[config.mk]
export PLATFORM = sky130hd
export DESIGN_NAME = dcache_age
export DESIGN_NICKNAME = d
export VERILOG_FILES = /design/src/logic/dcache_pkg.sv /design/src/logic/dcache_age.sv
export SDC_FILE = /design/constraint.sdc
export NUM_CORES = 1
export LEC_CHECK = 0
export BUFFER_PORTS_ARGS = -buffer_cell sky130_fd_sc_hd__buf_2
export CORE_MARGIN = 1.5
export CORE_UTILIZATION = 50
export CTS_BUF_LIST = sky130_fd_sc_hd__clkbuf_4
export DETAILED_ROUTE_END_ITERATION = 10
export PLACE_DENSITY = 0.65
export SKIP_LAST_GASP = 1
export SYNTH_ARGS = -nofsm -noshare
export SYNTH_HDL_FRONTEND = slang
export SYNTH_SLANG_ARGS = --single-unit
[constraint.sdc]
create_clock -name clk -period 4.5 [get_ports clk]
set_clock_uncertainty 0.1 [all_clocks]
set_input_delay 0.225 -clock clk [delete_from_list [all_inputs] [get_ports clk]]
set_output_delay 0.225 -clock clk [all_outputs]
set_load 0.03 [all_outputs]
[src/logic/dcache_pkg.sv]
// shared widths, bus and request types for the two-way data cache
// tag_entry_t holds a tag for 6 set bits; larger SET_BITS leave upper tag bits zero,
// so SET_BITS must be 6 or more
// accesses are word aligned, the low offset bits are ignored

package dcache_pkg;

    localparam int ADDR_W           = 32;
    localparam int DATA_W           = 64;
    localparam int STRB_W           = DATA_W / 8;
    localparam int OFFSET_W         = 3;
    localparam int NUM_WAYS         = 2;
    localparam int WAY_W            = $clog2(NUM_WAYS);
    localparam int DEFAULT_SET_BITS = 6;
    localparam int TAG_W            = ADDR_W - OFFSET_W - DEFAULT_SET_BITS;

    // age counters saturate, victim ties resolve to way 0
    localparam int                AGE_W          = 3;
    localparam logic [AGE_W-1:0]  AGE_INIT       = '0;
    localparam logic [AGE_W-1:0]  AGE_MAX        = AGE_W'(7);
    localparam logic [WAY_W-1:0]  VICTIM_TIE_WAY = '0;

    typedef struct packed {
        logic [ADDR_W-1:0] addr;
        logic [DATA_W-1:0] wdata;
        logic [STRB_W-1:0] strb;
        logic              we;
    } cpu_req_t;

    typedef struct packed {
        logic [DATA_W-1:0] rdata;
    } cpu_resp_t;

    // wishbone classic, master side
    typedef struct packed {
        logic              cyc;
        logic              stb;
        logic              we;
        logic [ADDR_W-1:0] adr;
        logic [DATA_W-1:0] dat;
        logic [STRB_W-1:0] sel;
    } wb_m2s_t;

    typedef struct packed {
        logic [DATA_W-1:0] dat;
        logic              ack;
    } wb_s2m_t;

    typedef struct packed {
        logic             valid;
        logic             dirty;
        logic [TAG_W-1:0] tag;
    } tag_entry_t;

endpackage
[src/logic/dcache_age.sv]
// per-set age counters for both ways, and victim choice
// ages move only on a completed hit; victim is combinational from the stored ages
`timescale 1ns/1ps

module dcache_age #(
    parameter int SET_BITS = dcache_pkg::DEFAULT_SET_BITS
) (
    input  logic                            clk,
    input  logic                            reset_i,
    input  logic [SET_BITS-1:0]             index_i,
    input  logic                            touch_i,
    input  logic [dcache_pkg::WAY_W-1:0]    touch_way_i,
    input  logic [dcache_pkg::NUM_WAYS-1:0] valid_i,
    output logic [dcache_pkg::WAY_W-1:0]    victim_way_o
);
    import dcache_pkg::*;

    localparam int NUM_SETS = 1 << SET_BITS;

    logic [AGE_W-1:0] age_q [NUM_SETS][NUM_WAYS];
    logic [AGE_W-1:0] age0;
    logic [AGE_W-1:0] age1;

    always_ff @(posedge clk) begin
        if (reset_i) begin
            for (int s = 0; s < NUM_SETS; s++) begin
                for (int w = 0; w < NUM_WAYS; w++) begin
                    age_q[s][w] <= AGE_INIT;
                end
            end
        end else if (touch_i) begin
            for (int w = 0; w < NUM_WAYS; w++) begin
                if (WAY_W'(w) == touch_way_i) begin
                    age_q[index_i][w] <= AGE_INIT;
                end else if (age_q[index_i][w] != AGE_MAX) begin
                    age_q[index_i][w] <= age_q[index_i][w] + AGE_W'(1);
                end
            end
        end
    end

    assign age0 = age_q[index_i][0];
    assign age1 = age_q[index_i][1];

    // empty ways first, then the older way
    always_comb begin
        if (!valid_i[0]) begin
            victim_way_o = WAY_W'(0);
        end else if (!valid_i[1]) begin
            victim_way_o = WAY_W'(1);
        end else if (age0 == age1) begin
            victim_way_o = VICTIM_TIE_WAY;
        end else begin
            victim_way_o = (age1 > age0) ? WAY_W'(1) : WAY_W'(0);
        end
    end

endmodule

==> summary.txt <==
Tcrit/Tclk final - 96.05%
Rows - 71
DP Wirelength - 36900 µm
Fin Setup TNS - 0 ns
RSZ-0062 raised after global routing - false
# H-tree levels - 3
vias in the first global route - 13505
Comb pwr share - 9.9%
clock power share - 37.7%
Synth Net Count - 1561
TritonCTS clock tree - yes
largest net degree at the start of global routing - 73
Slew @ Worst Pin - 0.9673 ns
Util after Layout - 56.07%
most frequent cells in the layout - 384 x edfxtp_1, 253 x nor3_1, 145 x clkbuf_4
Final nets - 1611
DRT Pass-1 Iters - 8
Slew HR - 35.23%
initial antenna violation count - 1
ys async rst share - 0%
first-pass GRT wire length - 85010 µm
Critical R2R Launch - age_q[10][3]$_SDFFCE_PN0P_
multi-input logic area - 6631 µm²
maximum clock rate - 0.2314 GHz
min-delay worst type - input pin to flip-flop
switch share - 25.33%
Core ar. - 37490 µm²
fin. max-slew vios - 0
Static Leak - 7.118 nW
DP Cell Count - 2001
part of the power in registers - 52.4%
Post-Syn Area per Cell - 12.28 µm²
Clock Sinks - 384
Internal Pwr Total - 5.819 mW
crit path time final - 4.322 ns
Worst VDD drop - 0.2135 mV
hold depth - 2
status - complete, no violations
most common cell after layout, fill and taps aside - edfxtp_1
Root Driver - clkbuf_4
crit-path max FO - 2
Reg2Reg Depth - 12
Routed WL per cell - 26.15 µm
PD cells - 370.7 nW/µm²
sequential area share after synthesis - 60.87%
Vias/cell - 6.398
Skew-Pair Late Insertion Delay - 0.80 ns
layout cells sized above 1 - 20.82%
Detailed Route WL - 56720 µm
final antenna-violating net count - 0
clock slew at reported path FFs - 0.07 ns
chip width - 197.6 µm
top_reg_cell synth - edfxtp_1
Post-Syn Area - 18940 µm²
GRT Total Usage - 29.65%
I/O pin cnt - 13
Critical Path, Cell by Cell - mux2_2, a221o_1, a222oi_1, o22a_1, and4_1, ha_1, nor2b_1, o21a_1, o21ai_0, a21boi_0, buf_2
max FFs per register - 384
critical path startpoint category - flip-flop
slowest CP cell - a222oi_1
critical path class - flip-flop to primary output
RR Endpoint - age_q[13][4]$_SDFFCE_PN0P_
Fillers - 3151
Clock Path Buffers - 3
synthesized instance count - 1542
gr ovfl total - 0
Worst Min Path Start - reset_i
top flop regs - age_q (384)
total CTS buffers - 99
switching pwr - 1.974 mW
#FFs+latches synth - 384
Port Buffers - 12
Yosys warnings - 0
CP required - 4.18 ns
number of synthesized flops with an enable pin - 384
Arr. time, crit path - 4.00 ns
Fin. Hold Viols - 0
kind of end point of the critical path - primary output
Final setup violation count - 0
global placement routability congestion - 0.9443
DRC - 0
maxcap violations - 0
reg2reg setup slack - 0.73 ns
die area - 39060 µm²
DRT iter0 DRCs - 1404
Seq. cell area - 11530 µm²
Hold Path End - age_q[20][5]$_SDFFCE_PN0P_
DR vias - 13878
Synth cell types - 73
Worst Setup SP - age_q[35][4]$_SDFFCE_PN0P_
register with the most flip-flops - age_q
non-filler cells, final - 2169
initial core utilization - 50.53%
Die Ht - 197.6 µm
Crit path largest cell delay - 0.45 ns
Syn-to-layout area delta - 10.96%
-- cells in the mapped netlist, drive strengths merged, types with 6 or more instances --
cell type / number / share of area [%]
o22ai: 17 / 0.56
nor2b: 9 / 0.30
o21bai: 81 / 3.2
a21o: 27 / 1.1
and2: 6 / 0.20
nand2b: 42 / 1.4
nor3: 253 / 6.7
nand3: 17 / 0.48
a222oi: 6 / 0.32
a221o: 11 / 0.58
a21oi: 24 / 0.63
mux2i: 76 / 4.0
a22oi: 22 / 0.90
o21ai: 9 / 0.24
clkbuf: 108 / 2.1
nand2: 93 / 1.9
o22a: 9 / 0.42
nor4: 14 / 0.46
mux2: 30 / 1.8
buf: 52 / 2.0
ha: 7 / 0.46
a221oi: 14 / 0.65
edfxtp: 384 / 61
nor2: 138 / 2.7
mux4: 26 / 3.1
-- power groups by stage --
stage | Sequential (mW) | Clock [mW] | Combinational, mW
2_1_floorplan | 4.14 | 0 | 0.493
4_1_cts | 4.09 | 2.98 | 0.754
3_5_place_dp | 4.16 | 0 | 0.750
5_1_grt | 4.10 | 3.13 | 0.806
3_3_place_gp | 4.16 | 0 | 0.740
6_report | 4.09 | 2.94 | 0.769
-- logic make-up (layout without fill, tap and decap cells) --
group                    count (synthesis)  count (layout)  share of synthesized area [%]
multiplexers                           132             132                          8.930
buffers and inverters                  164             279                          4.174
AO/OA/AOI/OAI                          253             253                          10.17
AND/OR/NAND/NOR                        602             602                          15.40
flip-flops                             384             384                          60.87
adder cells (fa/ha/maj)                  7               7                         0.4623
other                                    0               1                              0
-- final cells by class --
| cell class | count | share of cell area (%) |
|---|---|---|
| multi-input cells | 994 | 31.55 |
| repair buffers | 109 | 4.780 |
| clock inverters | 21 | 0.5119 |
| flip-flops and latches | 384 | 54.86 |
| inverters | 4 | 0.07143 |
| clock buffers | 145 | 5.179 |
| well taps | 511 | 3.042 |
| diodes | 1 | 0.01190 |
-- how the worst max path moves through the flow --
stage / endpoint
floorplan: age_q[11][3]$_SDFFCE_PN0P_
global placement: age_q[45][3]$_SDFFCE_PN0P_
finish: victim_way_o
CTS: victim_way_o
global route: victim_way_o
detailed placement: age_q[61][4]$_SDFFCE_PN0P_
-- metrics by stage --
step / total power [mW] / cell area (µm²) / hold slack, ns / setup WS [ns]
final: 7.793 / 21020 / 0.08855 / 0.1776
after global routing: 8.034 / 21020 / 0.1114 / 0.08244
after CTS: 7.822 / 21020 / 0.03627 / 0.1602
after detailed placement: 4.913 / 19810 / 0.6508 / 0.3804
after global placement: 4.901 / 19810 / 0.6441 / 0.4193
after floorplan: 4.634 / 18940 / 0.5785 / 0.5240
-- metal layers --
metal  vias to the layer above  global-route usage [%]  routed length [µm]
li1                       6043                       -                   -
met1                      6831                   40.17               22110
met2                       867                   46.09               26610
met3                       137                   6.146                5917
met4                         0                   13.54                2084
met5                         -                       0                   0
-- critical path: cells and delay by family (launching register included) --
kind / cells / cell delay [ns]
AO/OA/AOI/OAI: 6 / 1.71
flip-flops: 1 / 0.37
AND/OR/NAND/NOR: 2 / 0.36
multiplexers: 1 / 0.28
adder cells (fa/ha/maj): 1 / 0.25
buffers and inverters: 1 / 0.21
-- what timing repair did --
item                                   4_1_cts  5_1_grt
endpoints found under the hold margin        4        0
hold buffers                                 1        0
setup buffers                                0        0
resized for setup                            0        0
(Power assumes the default switching activity.)
