<file path="config.mk">
export PLATFORM = sky130hd
export DESIGN_NAME = dcache_ctrl
export DESIGN_NICKNAME = d
export VERILOG_FILES = /design/src/logic/dcache_pkg.sv /design/src/logic/dcache_ctrl.sv
export SDC_FILE = /design/constraint.sdc
export NUM_CORES = 1
export LEC_CHECK = 0
export BUFFER_PORTS_ARGS = -buffer_cell sky130_fd_sc_hd__buf_4
export CORE_AREA = 4 4 245 247
export DETAILED_ROUTE_END_ITERATION = 16
export DIE_AREA = 0 0 249 251
export SYNTH_ARGS = -nofsm -noshare
export SYNTH_HDL_FRONTEND = slang
export SYNTH_SLANG_ARGS = --single-unit
</file>
<file path="constraint.sdc">
create_clock -name clk -period 6.94 [get_ports clk]
set_input_delay 1.388 -clock clk [delete_from_list [all_inputs] [get_ports clk]]
set_output_delay 1.388 -clock clk [all_outputs]
set_load 0.02 [all_outputs]
</file>
<file path="src/logic/dcache_pkg.sv">
// shared widths, bus and request types for the two-way data cache
// tag_entry_t holds a tag for 6 set bits; larger SET_BITS leave upper tag bits zero,
// so SET_BITS must be 6 or more
// accesses are word aligned, the low offset bits are ignored

package dcache_pkg;

    localparam int ADDR_W           = 32;
    localparam int DATA_W           = 64;
    localparam int STRB_W           = DATA_W / 8;
    localparam int OFFSET_W         = 3;
    localparam int NUM_WAYS         = 2;
    localparam int WAY_W            = $clog2(NUM_WAYS);
    localparam int DEFAULT_SET_BITS = 6;
    localparam int TAG_W            = ADDR_W - OFFSET_W - DEFAULT_SET_BITS;

    // age counters saturate, victim ties resolve to way 0
    localparam int                AGE_W          = 3;
    localparam logic [AGE_W-1:0]  AGE_INIT       = '0;
    localparam logic [AGE_W-1:0]  AGE_MAX        = AGE_W'(7);
    localparam logic [WAY_W-1:0]  VICTIM_TIE_WAY = '0;

    typedef struct packed {
        logic [ADDR_W-1:0] addr;
        logic [DATA_W-1:0] wdata;
        logic [STRB_W-1:0] strb;
        logic              we;
    } cpu_req_t;

    typedef struct packed {
        logic [DATA_W-1:0] rdata;
    } cpu_resp_t;

    // wishbone classic, master side
    typedef struct packed {
        logic              cyc;
        logic              stb;
        logic              we;
        logic [ADDR_W-1:0] adr;
        logic [DATA_W-1:0] dat;
        logic [STRB_W-1:0] sel;
    } wb_m2s_t;

    typedef struct packed {
        logic [DATA_W-1:0] dat;
        logic              ack;
    } wb_s2m_t;

    typedef struct packed {
        logic             valid;
        logic             dirty;
        logic [TAG_W-1:0] tag;
    } tag_entry_t;

endpackage
</file>
<file path="src/logic/dcache_ctrl.sv">
// single-request cache controller and wishbone classic master
// hit: lookup cycle then compare cycle, response comes with the compare
// miss: optional victim write-back, word read, fill, then a fresh lookup
`timescale 1ns/1ps

module dcache_ctrl #(
    parameter int SET_BITS = dcache_pkg::DEFAULT_SET_BITS
) (
    input  logic                                                   clk,
    input  logic                                                   reset_i,
    input  logic                                                   req_valid_i,
    input  dcache_pkg::cpu_req_t                                   req_i,
    output logic                                                   req_ready_o,
    output logic                                                   resp_valid_o,
    output dcache_pkg::cpu_resp_t                                  resp_o,
    output logic [SET_BITS-1:0]                                    index_o,
    input  dcache_pkg::tag_entry_t [dcache_pkg::NUM_WAYS-1:0]      tag_entries_i,
    output logic [dcache_pkg::NUM_WAYS-1:0]                        tag_wr_en_o,
    output dcache_pkg::tag_entry_t                                 tag_wr_entry_o,
    input  logic [dcache_pkg::NUM_WAYS-1:0][dcache_pkg::DATA_W-1:0] data_words_i,
    output logic [dcache_pkg::WAY_W-1:0]                           data_wr_way_o,
    output logic                                                   data_wr_en_o,
    output logic [dcache_pkg::STRB_W-1:0]                          data_wr_strb_o,
    output logic [dcache_pkg::DATA_W-1:0]                          data_wr_data_o,
    input  logic [dcache_pkg::WAY_W-1:0]                           victim_way_i,
    output logic                                                   touch_o,
    output logic [dcache_pkg::WAY_W-1:0]                           touch_way_o,
    output dcache_pkg::wb_m2s_t                                    wb_o,
    input  dcache_pkg::wb_s2m_t                                    wb_i
);
    import dcache_pkg::*;

    localparam int REQ_TAG_W = ADDR_W - OFFSET_W - SET_BITS;

    typedef enum logic [2:0] {
        S_IDLE, S_LOOKUP, S_COMPARE, S_WB, S_FILL_RD, S_FILL
    } state_e;

    state_e                state_q, state_d;
    cpu_req_t              req_q;
    logic [WAY_W-1:0]      victim_q;
    logic [DATA_W-1:0]     fill_data_q;
    logic                  bus_cyc_q, bus_we_q;
    logic [ADDR_W-1:0]     bus_adr_q;
    logic [DATA_W-1:0]     bus_dat_q;
    logic [REQ_TAG_W-1:0]  req_tag, victim_tag;
    logic [NUM_WAYS-1:0]   way_hit;
    logic                  hit, accept, victim_dirty, bus_done, write_hit;
    logic [WAY_W-1:0]      hit_way;

    assign req_tag      = req_q.addr[ADDR_W-1 -: REQ_TAG_W];
    assign index_o      = req_q.addr[OFFSET_W +: SET_BITS];
    assign req_ready_o  = (state_q == S_IDLE);
    assign accept       = req_valid_i && req_ready_o;
    assign bus_done     = bus_cyc_q && wb_i.ack;
    assign victim_tag   = tag_entries_i[victim_way_i].tag[REQ_TAG_W-1:0];
    assign victim_dirty = tag_entries_i[victim_way_i].valid && tag_entries_i[victim_way_i].dirty;

    always_comb begin
        for (int w = 0; w < NUM_WAYS; w++) begin
            way_hit[w] = tag_entries_i[w].valid &&
                         (tag_entries_i[w].tag[REQ_TAG_W-1:0] == req_tag);
        end
    end

    assign hit       = |way_hit;
    assign hit_way   = WAY_W'(way_hit[1]);
    assign write_hit = (state_q == S_COMPARE) && hit && req_q.we;

    always_comb begin
        state_d = state_q;
        case (state_q)
            S_IDLE:    if (accept) state_d = S_LOOKUP;
            S_LOOKUP:  state_d = S_COMPARE;
            S_COMPARE: state_d = hit ? S_IDLE : (victim_dirty ? S_WB : S_FILL_RD);
            S_WB:      if (bus_done) state_d = S_FILL_RD;
            S_FILL_RD: if (bus_done) state_d = S_FILL;
            S_FILL:    state_d = S_LOOKUP;
            default:   state_d = S_IDLE;
        endcase
    end

    always_ff @(posedge clk) begin
        if (reset_i) begin
            state_q   <= S_IDLE;
            bus_cyc_q <= 1'b0;
            bus_we_q  <= 1'b0;
        end else begin
            state_q <= state_d;
            if (bus_done) begin
                bus_cyc_q <= 1'b0;
            end else if (state_q == S_COMPARE && !hit) begin
                bus_cyc_q <= 1'b1;
                bus_we_q  <= victim_dirty;
            end else if (state_q == S_FILL_RD && !bus_cyc_q) begin
                // read starts one idle cycle after the write-back ends
                bus_cyc_q <= 1'b1;
                bus_we_q  <= 1'b0;
            end
        end
    end

    always_ff @(posedge clk) begin
        if (accept) begin
            req_q <= req_i;
        end
        if (state_q == S_COMPARE) begin
            victim_q  <= victim_way_i;
            bus_dat_q <= data_words_i[victim_way_i];
            bus_adr_q <= victim_dirty ? {victim_tag, index_o, {OFFSET_W{1'b0}}}
                                      : {req_q.addr[ADDR_W-1:OFFSET_W], {OFFSET_W{1'b0}}};
        end else if (state_q == S_FILL_RD && !bus_cyc_q) begin
            bus_adr_q <= {req_q.addr[ADDR_W-1:OFFSET_W], {OFFSET_W{1'b0}}};
        end
        if (bus_done && !bus_we_q) begin
            fill_data_q <= wb_i.dat;
        end
    end

    assign resp_valid_o = (state_q == S_COMPARE) && hit;
    assign resp_o.rdata = (resp_valid_o && !req_q.we) ? data_words_i[hit_way] : '0;
    assign touch_o      = resp_valid_o;
    assign touch_way_o  = hit_way;

    // write hit merges strobed bytes, fill installs the whole word
    assign data_wr_en_o   = write_hit || (state_q == S_FILL);
    assign data_wr_way_o  = (state_q == S_FILL) ? victim_q : hit_way;
    assign data_wr_strb_o = (state_q == S_FILL) ? '1 : req_q.strb;
    assign data_wr_data_o = (state_q == S_FILL) ? fill_data_q : req_q.wdata;

    always_comb begin
        tag_wr_en_o = '0;
        if (write_hit) begin
            tag_wr_en_o[hit_way] = 1'b1;
        end else if (state_q == S_FILL) begin
            tag_wr_en_o[victim_q] = 1'b1;
        end
        tag_wr_entry_o       = '0;
        tag_wr_entry_o.valid = 1'b1;
        tag_wr_entry_o.dirty = (state_q != S_FILL);
        tag_wr_entry_o.tag[REQ_TAG_W-1:0] = req_tag;
    end

    always_comb begin
        wb_o.cyc = bus_cyc_q;
        wb_o.stb = bus_cyc_q;
        wb_o.we  = bus_we_q;
        wb_o.adr = bus_adr_q;
        wb_o.dat = bus_dat_q;
        wb_o.sel = '1;
    end

endmodule

</file>
==> results of run 1 <==
[cells by family after synthesis]
kind of cell,count (synthesis)
compound gates,106
buf+inv,94
mux,151
xor+xnor,47
flops,265
other cells,2
simple gates,225
[per-stage QoR]
stage	setup WS, ns	power, mW
2_1_floorplan	0.537	2.91
3_3_place_gp	1.29	3.52
3_5_place_dp	1.26	3.54
4_1_cts	1.23	5.18
5_1_grt	1.08	5.33
6_report	1.26	5.10
[layer usage]
metal | routed length, um | GRT usage, %
met1 | 17400 | 15.7
met5 | 0 | 0
met2 | 21200 | 22.5
met4 | 1030 | 3.61
met3 | 3710 | 3.68
[final cells by class]
| class | instances | area, um^2 | area share (%) |
|---|---|---|---|
| timing repair buffer | 631 | 4740 | 25.8 |
| tap | 765 | 957 | 5.21 |
| antenna | 1 | 2.50 | 0.0136 |
| clock buffer | 35 | 791 | 4.30 |
| sequential | 265 | 7910 | 43.0 |
| inverter | 4 | 15.0 | 0.0817 |
| clock inverter | 21 | 206 | 1.12 |
| multi-input combinational | 541 | 3770 | 20.5 |
[path summary, 6_finish.rpt]
| check | to | cells after the start | from |
|---|---|---|---|
| worst max-delay path | resp_o[3] | 9 | tag_entries_i[37] |
| worst min-delay path | bus_adr_q[5]$_DFFE_PP_ | 0 | index_o[2]$_DFFE_PP_ |
| worst max register to register | bus_adr_q[15]$_DFFE_PP_ | 7 | state_q[1]$_SDFFE_PP0P_ |
| worst min register to register | bus_adr_q[5]$_DFFE_PP_ | 0 | index_o[2]$_DFFE_PP_ |
[Yosys cell counts, types with 2 or more instances]
| cell | instances | area (um^2) |
|---|---|---|
| and2_1 | 3 | 18.8 |
| edfxtp_1 | 260 | 7810 |
| nor4bb_1 | 2 | 20.0 |
| mux2_2 | 128 | 1440 |
| nand2_1 | 138 | 518 |
| conb_1 | 2 | 7.51 |
| mux2i_1 | 23 | 230 |
| buf_1 | 5 | 18.8 |
| xor2_1 | 12 | 105 |
| clkbuf_1 | 27 | 101 |
| nor2_1 | 31 | 116 |
| nand4_1 | 17 | 106 |
| dfxtp_1 | 5 | 100 |
| nor3_1 | 2 | 10.0 |
| buf_2 | 12 | 60.1 |
| nand3_1 | 4 | 20.0 |
| o21ai_1 | 3 | 15.0 |
| inv_1 | 4 | 15.0 |
| or4_1 | 5 | 37.5 |
| a21oi_1 | 91 | 455 |
| nor4b_1 | 2 | 17.5 |
| nand2b_1 | 12 | 75.1 |
| xnor2_1 | 35 | 307 |
| buf_4 | 46 | 345 |
[worst max-delay path, stage by stage]
cell and delay, ns:
buf_4 0.12, xnor2_1 0.36, nand4_1 0.17, or4_1 0.63
nor2_4 0.77, buf_4 0.38, nand2_1 0.09, a21oi_1 0.17
buf_4 0.17
[flip-flops by register name, summed over array words and instances (netlist names)]
signal / cells
tag_wr_entry_o: 23
bus_we_q: 1
bus_cyc_q: 1
state_q: 3
req_q: 73
bus_adr_q: 29
fill_data_q: 64
index_o: 6
victim_q: 1
bus_dat_q: 64
[power breakdown]
group          internal, mW  total, mW  switching [mW]  leakage [nW]
combinational         0.539       1.28           0.745          4.54
clock                 0.958       1.61           0.656         0.471
sequential             2.09       2.20           0.114          2.45
==> run metrics, run 1 <==
Num CTS Buffers 30; Die Wd 249 um; largest net degree at the start of global routing 69; placed instance area 17400 um^2; Worst setup SP type input pin; Max-Slew Margin vs Limit 17.7%; Peak supply drop approximately 150 uV; Routed WL per cell around 19 um; final max-slew violation count 0; Setup Skew 0.0132 ns; Hold-fix buffers, CTS 0; commonest non-fill, non-tap cells in the layout buf_4 (631), edfxtp_1 (260), nand2_1 (137), mux2_2 (128), a21oi_1 (90); DR iter-0 viols 471; Initial Utilization 21.1%; grt total ovfl 0; CTS root buffer clkbuf_16; core area 57600 um^2; endpoint type of the worst setup path primary output; Final min period 5.68 ns; post_cts resized 0; routed wire length 43400 um; Fin. Hold Viols 0; Placed Cells incl. Taps roughly 2200; Die Height 251 um; clk buf depth 3; H-tree Lvls 1; Compound-Gate Fraction of Synth Area ~4.8%; Crit Path Max Fanout 34; Via Count around 9400; Synth Area in XOR/XNOR 3.39%; setup TNS 0 ns; vias in the first global route 9916; FP Rows 88; boundary pin count 634; post-synthesis mux area share 13.8%; post-synthesis async set-or-reset flop share 0%; final cell count without fillers 2263; first-pass GRT wire length 62700 um; layout cell share with drive strength beyond 1 54.4%; crit share post-route between 80% and 90%; # nets final 1825; filler cell count 5850; synth-to-layout area growth 51.6%; CTS tree built; initial antenna violation count 1; IO buf count 618; final instance area 18400 um^2; Syn. warnings 0; R2R setup slack between 3 and 4 ns; Worst Hold Class flip-flop to flip-flop; Critical Path RT 5.55 ns; Arr. time, crit path about 4.3 ns; Post-Synth Adder-Cell Area 0%; Synth Cell Area 12100 um^2; Clock transition at path regs 0.06 ns; total of max-cap violations 0; GPL Wtd Cong 0.912; Yosys cell types 45; leakage power ~7.5 nW; Post-Synth Simple-Gate Area 8.30%; DRT Pass-1 Iters 5; Seq/Total Area, Yosys 65.2%; die area 62500 um^2; WHS 0.456 ns; largest family of logic cells by synthesized area multiplexers; outcome completed; Remaining DRCs 0; Overall Global Routing Usage about an eighth; Post-Synthesis Mean Instance Area 13.6 um^2; Post-Synthesis Cells 890; Post-synth EDFFs 260; clk_lat worst skew 0.57 ns; Seq cells post-synth around 270; Final Core Density 31.9%; pwr/cell area 277 nW/um^2; Via density 4.16; Fmax 176 MHz; worst-margin pin slew 1.23 ns; CP Class input pin to primary output; post-CTS setup buffer count 0; # clock sinks 265; Synth Flop Type edfxtp_1; HPWL Detailed 33600 um; Setup violations, final 0; Final ANT Viol Nets 0; RSZ-0062 raised after global routing false; commonest non-fill, non-tap cell in the layout buf_4
No activity file was read; power rests on OpenSTA's default activity.
==> run 2, diff against run 1 <==
- ABC_AREA: not set -> 1
- CORE_AREA: 4 4 245 247 -> 4 4 248 250
- DIE_AREA: 0 0 249 251 -> 0 0 252 254
- clock period: 6.94 -> 5.4 ns (I/O delays scaled with it)
==> run 2 against run 1 <==
  * Clock power rose by 32%
  * Synthesized cell count up 62%
  * Via count increased by 25%
  * Critical path depth rose by 3
  * Power is 53% higher
  * First-iteration DRC count increased by 56%
  * Hold slack worse by 0.0016 ns
  * Combinational power increased by 99%
  * Global-route usage rose by 1.1 points
  * Largest cell class unchanged
==> run metrics, run 2 <==
RSZ-0062 raised after global routing false; max incr delay on CP 0.46 ns; combinational power share 32.6%; DRT Pass-1 Iters 5; Arr. time, crit path around 3.2 ns; Fmax 234 MHz; Num CTS Buffers 31; CP Class input pin to primary output; setup TNS 0 ns; post-synthesis async set-or-reset flop share 0%; synth-to-layout area growth 46.8%; Via Count ~12000; DR iter-0 viols ~740; Crit Path Max Fanout 79; Peak supply drop 279 uV; first-pass GRT wire length 69700 um; Critical Path RT 4.32 ns; Setup violations, final 0; Yosys top cell by area edfxtp_1; routed wire length 48300 um; Post-synth EDFFs 260; cell-internal power just over 5 mW; Die Wd 252 um; Stages on worst setup path 12; Synth Flop Type edfxtp_1; layout cell share with drive strength beyond 1 37.2%; CP top delay family simple AND/OR/NAND/NOR gates; commonest non-fill, non-tap cells in the layout buf_4 (630), nand2_1 (442), edfxtp_1 (260), inv_1 (205), nor2_1 (113); clk_lat worst skew approximately 0.58 ns; Seq pwr share approximately 40%; Max-Slew Margin vs Limit 42.1%; HPWL Detailed approximately 38000 um; IO buf count 618; initial antenna violation count 3; Remaining DRCs 0; # nets final ~2400; Initial Utilization between 20% and 30%; Hold-fix buffers, CTS 0; sw power about 2.7 mW; clk buf depth 3; Clock transition at path regs 0.06 ns; Post-Synthesis Mean Instance Area 9.14 um^2; endpoint type of the worst setup path primary output; share of the synthesized area in the top cell type 59.2%; Routed WL per cell 17.2 um; CP Cell Sequence buf_4, nand2_1, nand2_1, nor2_1, nand2_1, nor2_1, nand3_4, buf_4, o21ai_0, inv_1, nor2_2, buf_4; core area 59000 um^2; Most flops, register req_q; Via density 4.19; top post-synthesis cells by count nand2_1 (442), edfxtp_1 (260), inv_1 (206), nor2_1 (116), o21ai_0 (93); max reg flops 73; WHS between 0.4 and 0.5 ns; crit share post-route 79.1%; vias in the first global route 11600; # clock sinks between 200 and 300; grt total ovfl 0; Seq cells post-synth 265; ranking of synthesized cells by area edfxtp_1 (59%), nand2_1 (13%), inv_1 (5.9%); final instance area 19300 um^2; Hold Crit Depth 0; Fin. Hold Viols 0; leakage power 9.14 nW; largest net degree at the start of global routing 107; Final ANT Viol Nets 0; filler cell count 6078; CTS root buffer clkbuf_16; Crit path buffers/inverters 4; Final min period 4.27 ns; die area roughly 64000 um^2; Worst setup SP type input pin; Seq/Total Area, Yosys 60.0%; Post-Synthesis Cells 1442; Die Height 254 um; H-tree Lvls 1; Synth Cell Area 13200 um^2; final max-slew violation count 0; Clock Power Share a little over a quarter; R2R setup slack 2.80 ns; Setup Skew 0.0152 ns; CTS tree built; reg2reg start state_q[1]$_SDFFE_PP0P_; Setup crit start tag_entries_i[31]; Setup WS post-layout 1.13 ns; post-CTS setup buffer count 0; hold_sp index_o[3]$_DFFE_PP_; placed instance area ~18000 um^2; commonest non-fill, non-tap cell in the layout buf_4; worst-margin pin slew between 0.8 and 0.9 ns; Placed Cells incl. Taps approximately 2800; reg2reg path depth 8; final cell count without fillers 2812; Yosys cell types 33; top flop regs req_q: 73 flops, bus_dat_q: 64 flops, fill_data_q: 64 flops; FP Rows 89; pre-CTS WS 1.17 ns; Worst Hold Class flip-flop to flip-flop; slowest cell on the critical path o21ai_0; post_cts resized 0; Sw Share 34.7%; pwr/cell area approximately 400 nW/um^2; Overall Global Routing Usage between 10% and 20%; GPL Wtd Cong 0.933; Syn. warnings 0; count leader, synth nand2_1; total of max-cap violations 0; reg2reg end bus_adr_q[9]$_DFFE_PP_; boundary pin count 634; Hold Path End bus_adr_q[6]$_DFFE_PP_; outcome completed
==> run 2: cell count changes after synthesis, moves of 33 or more <==
cell	change
inv_1	+202
mux2_2	-128
nand2_1	+304
nor2_1	+85
nor2_2	+59
o21ai_0	+92
xnor2_1	-33
==> run 2: metrics by stage <==
step | util [%] | power (mW)
2_1_floorplan | - | 4.54
3_3_place_gp | 31.0 | 5.73
3_5_place_dp | 31.0 | 5.76
4_1_cts | 32.8 | 7.92
5_1_grt | 32.8 | 8.23
6_report | 32.8 | 7.81
==> run 2: cell type report <==
class | count | area, um^2 | area share, %
Antenna cell | 3 | 7.51 | 0.0388
Tap cell | 773 | 967 | 5.00
Clock inverter | 18 | 195 | 1.01
Sequential cell | 265 | 7910 | 40.9
Timing Repair Buffer | 632 | 4760 | 24.6
Inverter | 210 | 788 | 4.08
Clock buffer | 39 | 826 | 4.27
Multi-Input combinational cell | 872 | 3890 | 20.1
==> run 2: kinds of logic (layout without fill, tap and decap cells) <==
kind of cell	count (synthesis)	count (layout)	synth area share, %
compound gates	190	190	7.70
xor+xnor	3	3	0.199
buf+inv	315	899	11.0
flops	265	265	60.0
other cells	2	15	0.0570
simple gates	667	667	21.0
==> run 2: how the worst max path moves through the flow <==
stage	to	slack [ns]
floorplan	fill_data_q[0]$_DFFE_PP_	1.03
global placement	resp_o[58]	1.20
detailed placement	tag_wr_en_o[0]	1.17
CTS	tag_wr_en_o[0]	1.17
global route	tag_wr_en_o[0]	1.0
finish	resp_o[37]	1.13
==> run 2: power groups by stage <==
stage | combinational (mW) | sequential, mW | clock, mW
2_1_floorplan | 1.18 | 3.36 | 0
3_3_place_gp | 2.56 | 3.17 | 0
3_5_place_dp | 2.58 | 3.18 | 0
4_1_cts | 2.58 | 3.14 | 2.19
5_1_grt | 2.75 | 3.19 | 2.29
6_report | 2.55 | 3.14 | 2.12
==> run 2: metal layers <==
metal,vias to the layer above,track usage (%),share of wire (%)
met5,-,0,0.027
met4,2,4.38,2.9
met3,80,4.58,11
met2,587,23.7,47
met1,5376,17.1,39
li1,5729,-,-
==> run 3, diff against run 2 <==
- CORE_AREA: 4 4 248 250 -> 4 4 244 246
- DIE_AREA: 0 0 252 254 -> 0 0 248 250
- clock period: 5.4 -> 3.4 ns (I/O delays scaled with it)
==> run 3 against run 2 <==
  * Critical path depth is 2 higher
  * Hold slack worse by 0.18 ns
  * Utilization is 3.0 points higher
  * Design area is 6.2% higher
  * Largest cell class unchanged
  * Sequential share of layout area is 2.4 points lower
  * The run now ends with setup timing left
  * Register-to-register slack worse by 1.7 ns
  * Combinational power is 67% higher
  * Global-route usage is 0.85 points higher
  * Final cell count is 1.1% higher
  * Clock power is 54% higher
==> run metrics, run 3 (synthesis results as in run 2) <==
outcome finished, violations left; failing checks setup timing; combinational power share 34.1%; post-route total power 12.5 mW; Routed WL per cell between 15 and 20 um; max incr delay on CP 0.46 ns; commonest non-fill, non-tap cells in the layout buf_4 (604), nand2_1 (426), edfxtp_1 (260), inv_1 (199), nor2_1 (103); max reg flops 73; cell-internal power 8.17 mW; Worst setup SP type flip-flop; antenna diode instance count 0; H-tree Lvls 1; CP Class flip-flop to primary output; Via Count 12200; Crit Path Max Fanout 9; sw power ~4.3 mW; Clock transition at path regs 0.06 ns; layout cell share with drive strength beyond 1 40.3%; # clock sinks approximately 270; Remaining DRCs 0; final instance area 20500 um^2; synth-to-layout area growth 55.9%; reg2reg end bus_adr_q[9]$_DFFE_PP_; core area 57400 um^2; clk_lat worst skew about 0.57 ns; pwr/cell area 607 nW/um^2; HPWL Detailed roughly 37000 um; IO buf count just over 600; reg2reg path depth 7; Top cell by count, worst path buf_6; commonest non-fill, non-tap cell in the layout buf_4; Initial Utilization between 20 and 25%; worst-margin pin slew 1.06 ns; vias in the first global route 11900; met2 WL 24900 um; Placed Cells incl. Taps 2755; first-pass GRT wire length 71400 um; CTS root buffer clkbuf_16; total of max-cap violations 0; DR iter-0 viols 674; slowest cell on the critical path edfxtp_1; highest routed layer met4; Setup Skew between 0.02 and 0.025 ns; initial antenna violation count 0; FP Rows just under 90; Critical Path RT 2.72 ns; Worst Hold Class input pin to flip-flop; boundary pin count about 630; GPL Wtd Cong 0.901; crit share post-route 102%; R2R setup slack 1.10 ns; Hold Crit Depth 1; largest net degree at the start of global routing 176; grt total ovfl 0; reg2reg start state_q[1]$_SDFFE_PP0P_; Peak supply drop 571 uV; die area 62000 um^2; Die Height ~250 um; top flop regs req_q: 73 flops, bus_dat_q: 64 flops, fill_data_q: 64 flops; Max-Slew Margin vs Limit 29.4%; Hold Path End req_q[2]$_DFFE_PP_; routed wire length 50700 um; DRT Pass-1 Iters 6; Overall Global Routing Usage roughly 15%; Final min period 3.46 ns; placed instance area 18700 um^2; Seq pwr share about two fifths; Setup violations, final 27; Fin. Hold Viols 0; Most flops, register req_q; Die Wd between 200 and 250 um; # nets final 2410; Arr. time, crit path 2.78 ns; Via density 4.28; hold_sp req_i[2]; final cell count without fillers 2844; final max-slew violation count 0; CP Cell Sequence inv_2, nand2_2, nand2_4, nor2_4, nand4_1, nor3_2, nand3_1, nand2_1, nand3b_1, buf_6, buf_12, clkbuf_16, nor2_2, buf_6; RSZ-0062 raised after global routing true; met3 wire length 5360 um; Fmax 289 MHz; Setup WS post-layout -0.0570 ns; setup TNS -0.541 ns; leakage power ~9.5 nW; Num CTS Buffers 30; endpoint type of the worst setup path primary output; Hold-fix buffers, CTS 0; Sw Share 34.5%; Final ANT Viol Nets 0; WHS 0.277 ns; Clock Power Share between 20% and 30%; clk buf depth 3; CTS tree built; met1 wire length between 15000 and 20000 um
[run 3: cell type report]
cell class              instances  area (um^2)
clock buffers                  39          806
clock inverters                14          159
fillers                      5819        36800
inverters                     210          788
multi-input cells             872         4300
flip-flops and latches        265         7910
well taps                     765          957
repair buffers                679         5620
[run 3: power by group through the flow]
| stage | logic [mW] | clock network (mW) | registers, mW |
|---|---|---|---|
| final | 4.25 | 3.26 | 4.97 |
| after global routing | 4.58 | 3.50 | 5.04 |
| after CTS | 4.27 | 3.36 | 4.98 |
| after detailed placement | 4.18 | 0 | 5.04 |
| after global placement | 4.16 | 0 | 5.01 |
| after floorplan | 1.89 | 0 | 5.32 |
[run 3: worst max-delay path: cells and delay by family, from the launching register on]
| kind | cells | cell delay [ns] |
|---|---|---|
| and+or+nand+nor | 9 | 1.01 |
| DFF | 1 | 0.46 |
| buffers and inverters | 5 | 0.72 |
[run 3: worst max path at each step]
| stage | from | cells past startpoint | endpoint |
|---|---|---|---|
| finish | tag_wr_entry_o[22]$_DFFE_PP_ | 14 | resp_o[45] |
| global route | tag_wr_entry_o[22]$_DFFE_PP_ | 14 | resp_o[45] |
| CTS | tag_wr_entry_o[12]$_DFFE_PP_ | 12 | resp_o[49] |
| detailed placement | tag_entries_i[31] | 12 | resp_o[57] |
| global placement | tag_entries_i[31] | 12 | resp_o[57] |
| floorplan | state_q[1]$_SDFFE_PP0P_ | 4 | tag_wr_en_o[0] |
[run 3: stage by stage]
| stage | setup WS [ns] | util (%) |
|---|---|---|
| after floorplan | -0.164 | - |
| after global placement | 0.110 | 32.6 |
| after detailed placement | 0.0441 | 32.6 |
| after CTS | -0.0209 | 34.9 |
| after global routing | -0.240 | 35.8 |
| final | -0.0570 | 35.8 |
[run 3: layer usage]
layer / track usage (%) / vias to the layer above
li1: - / 5823
met1: 17.6 / 5667
met2: 25.7 / 612
met3: 4.75 / 72
met4: 4.51 / 0
met5: 0 / -
[run 3: timing repair]
item / in CTS / in global routing
setup buffers: 19 / 9
pin swaps: 6 / 8
cloned: 4 / 5
resized for setup: 31 / 101
hold endpoints to repair: 0 / 0
endpoints found under the setup margin: 67 / 72
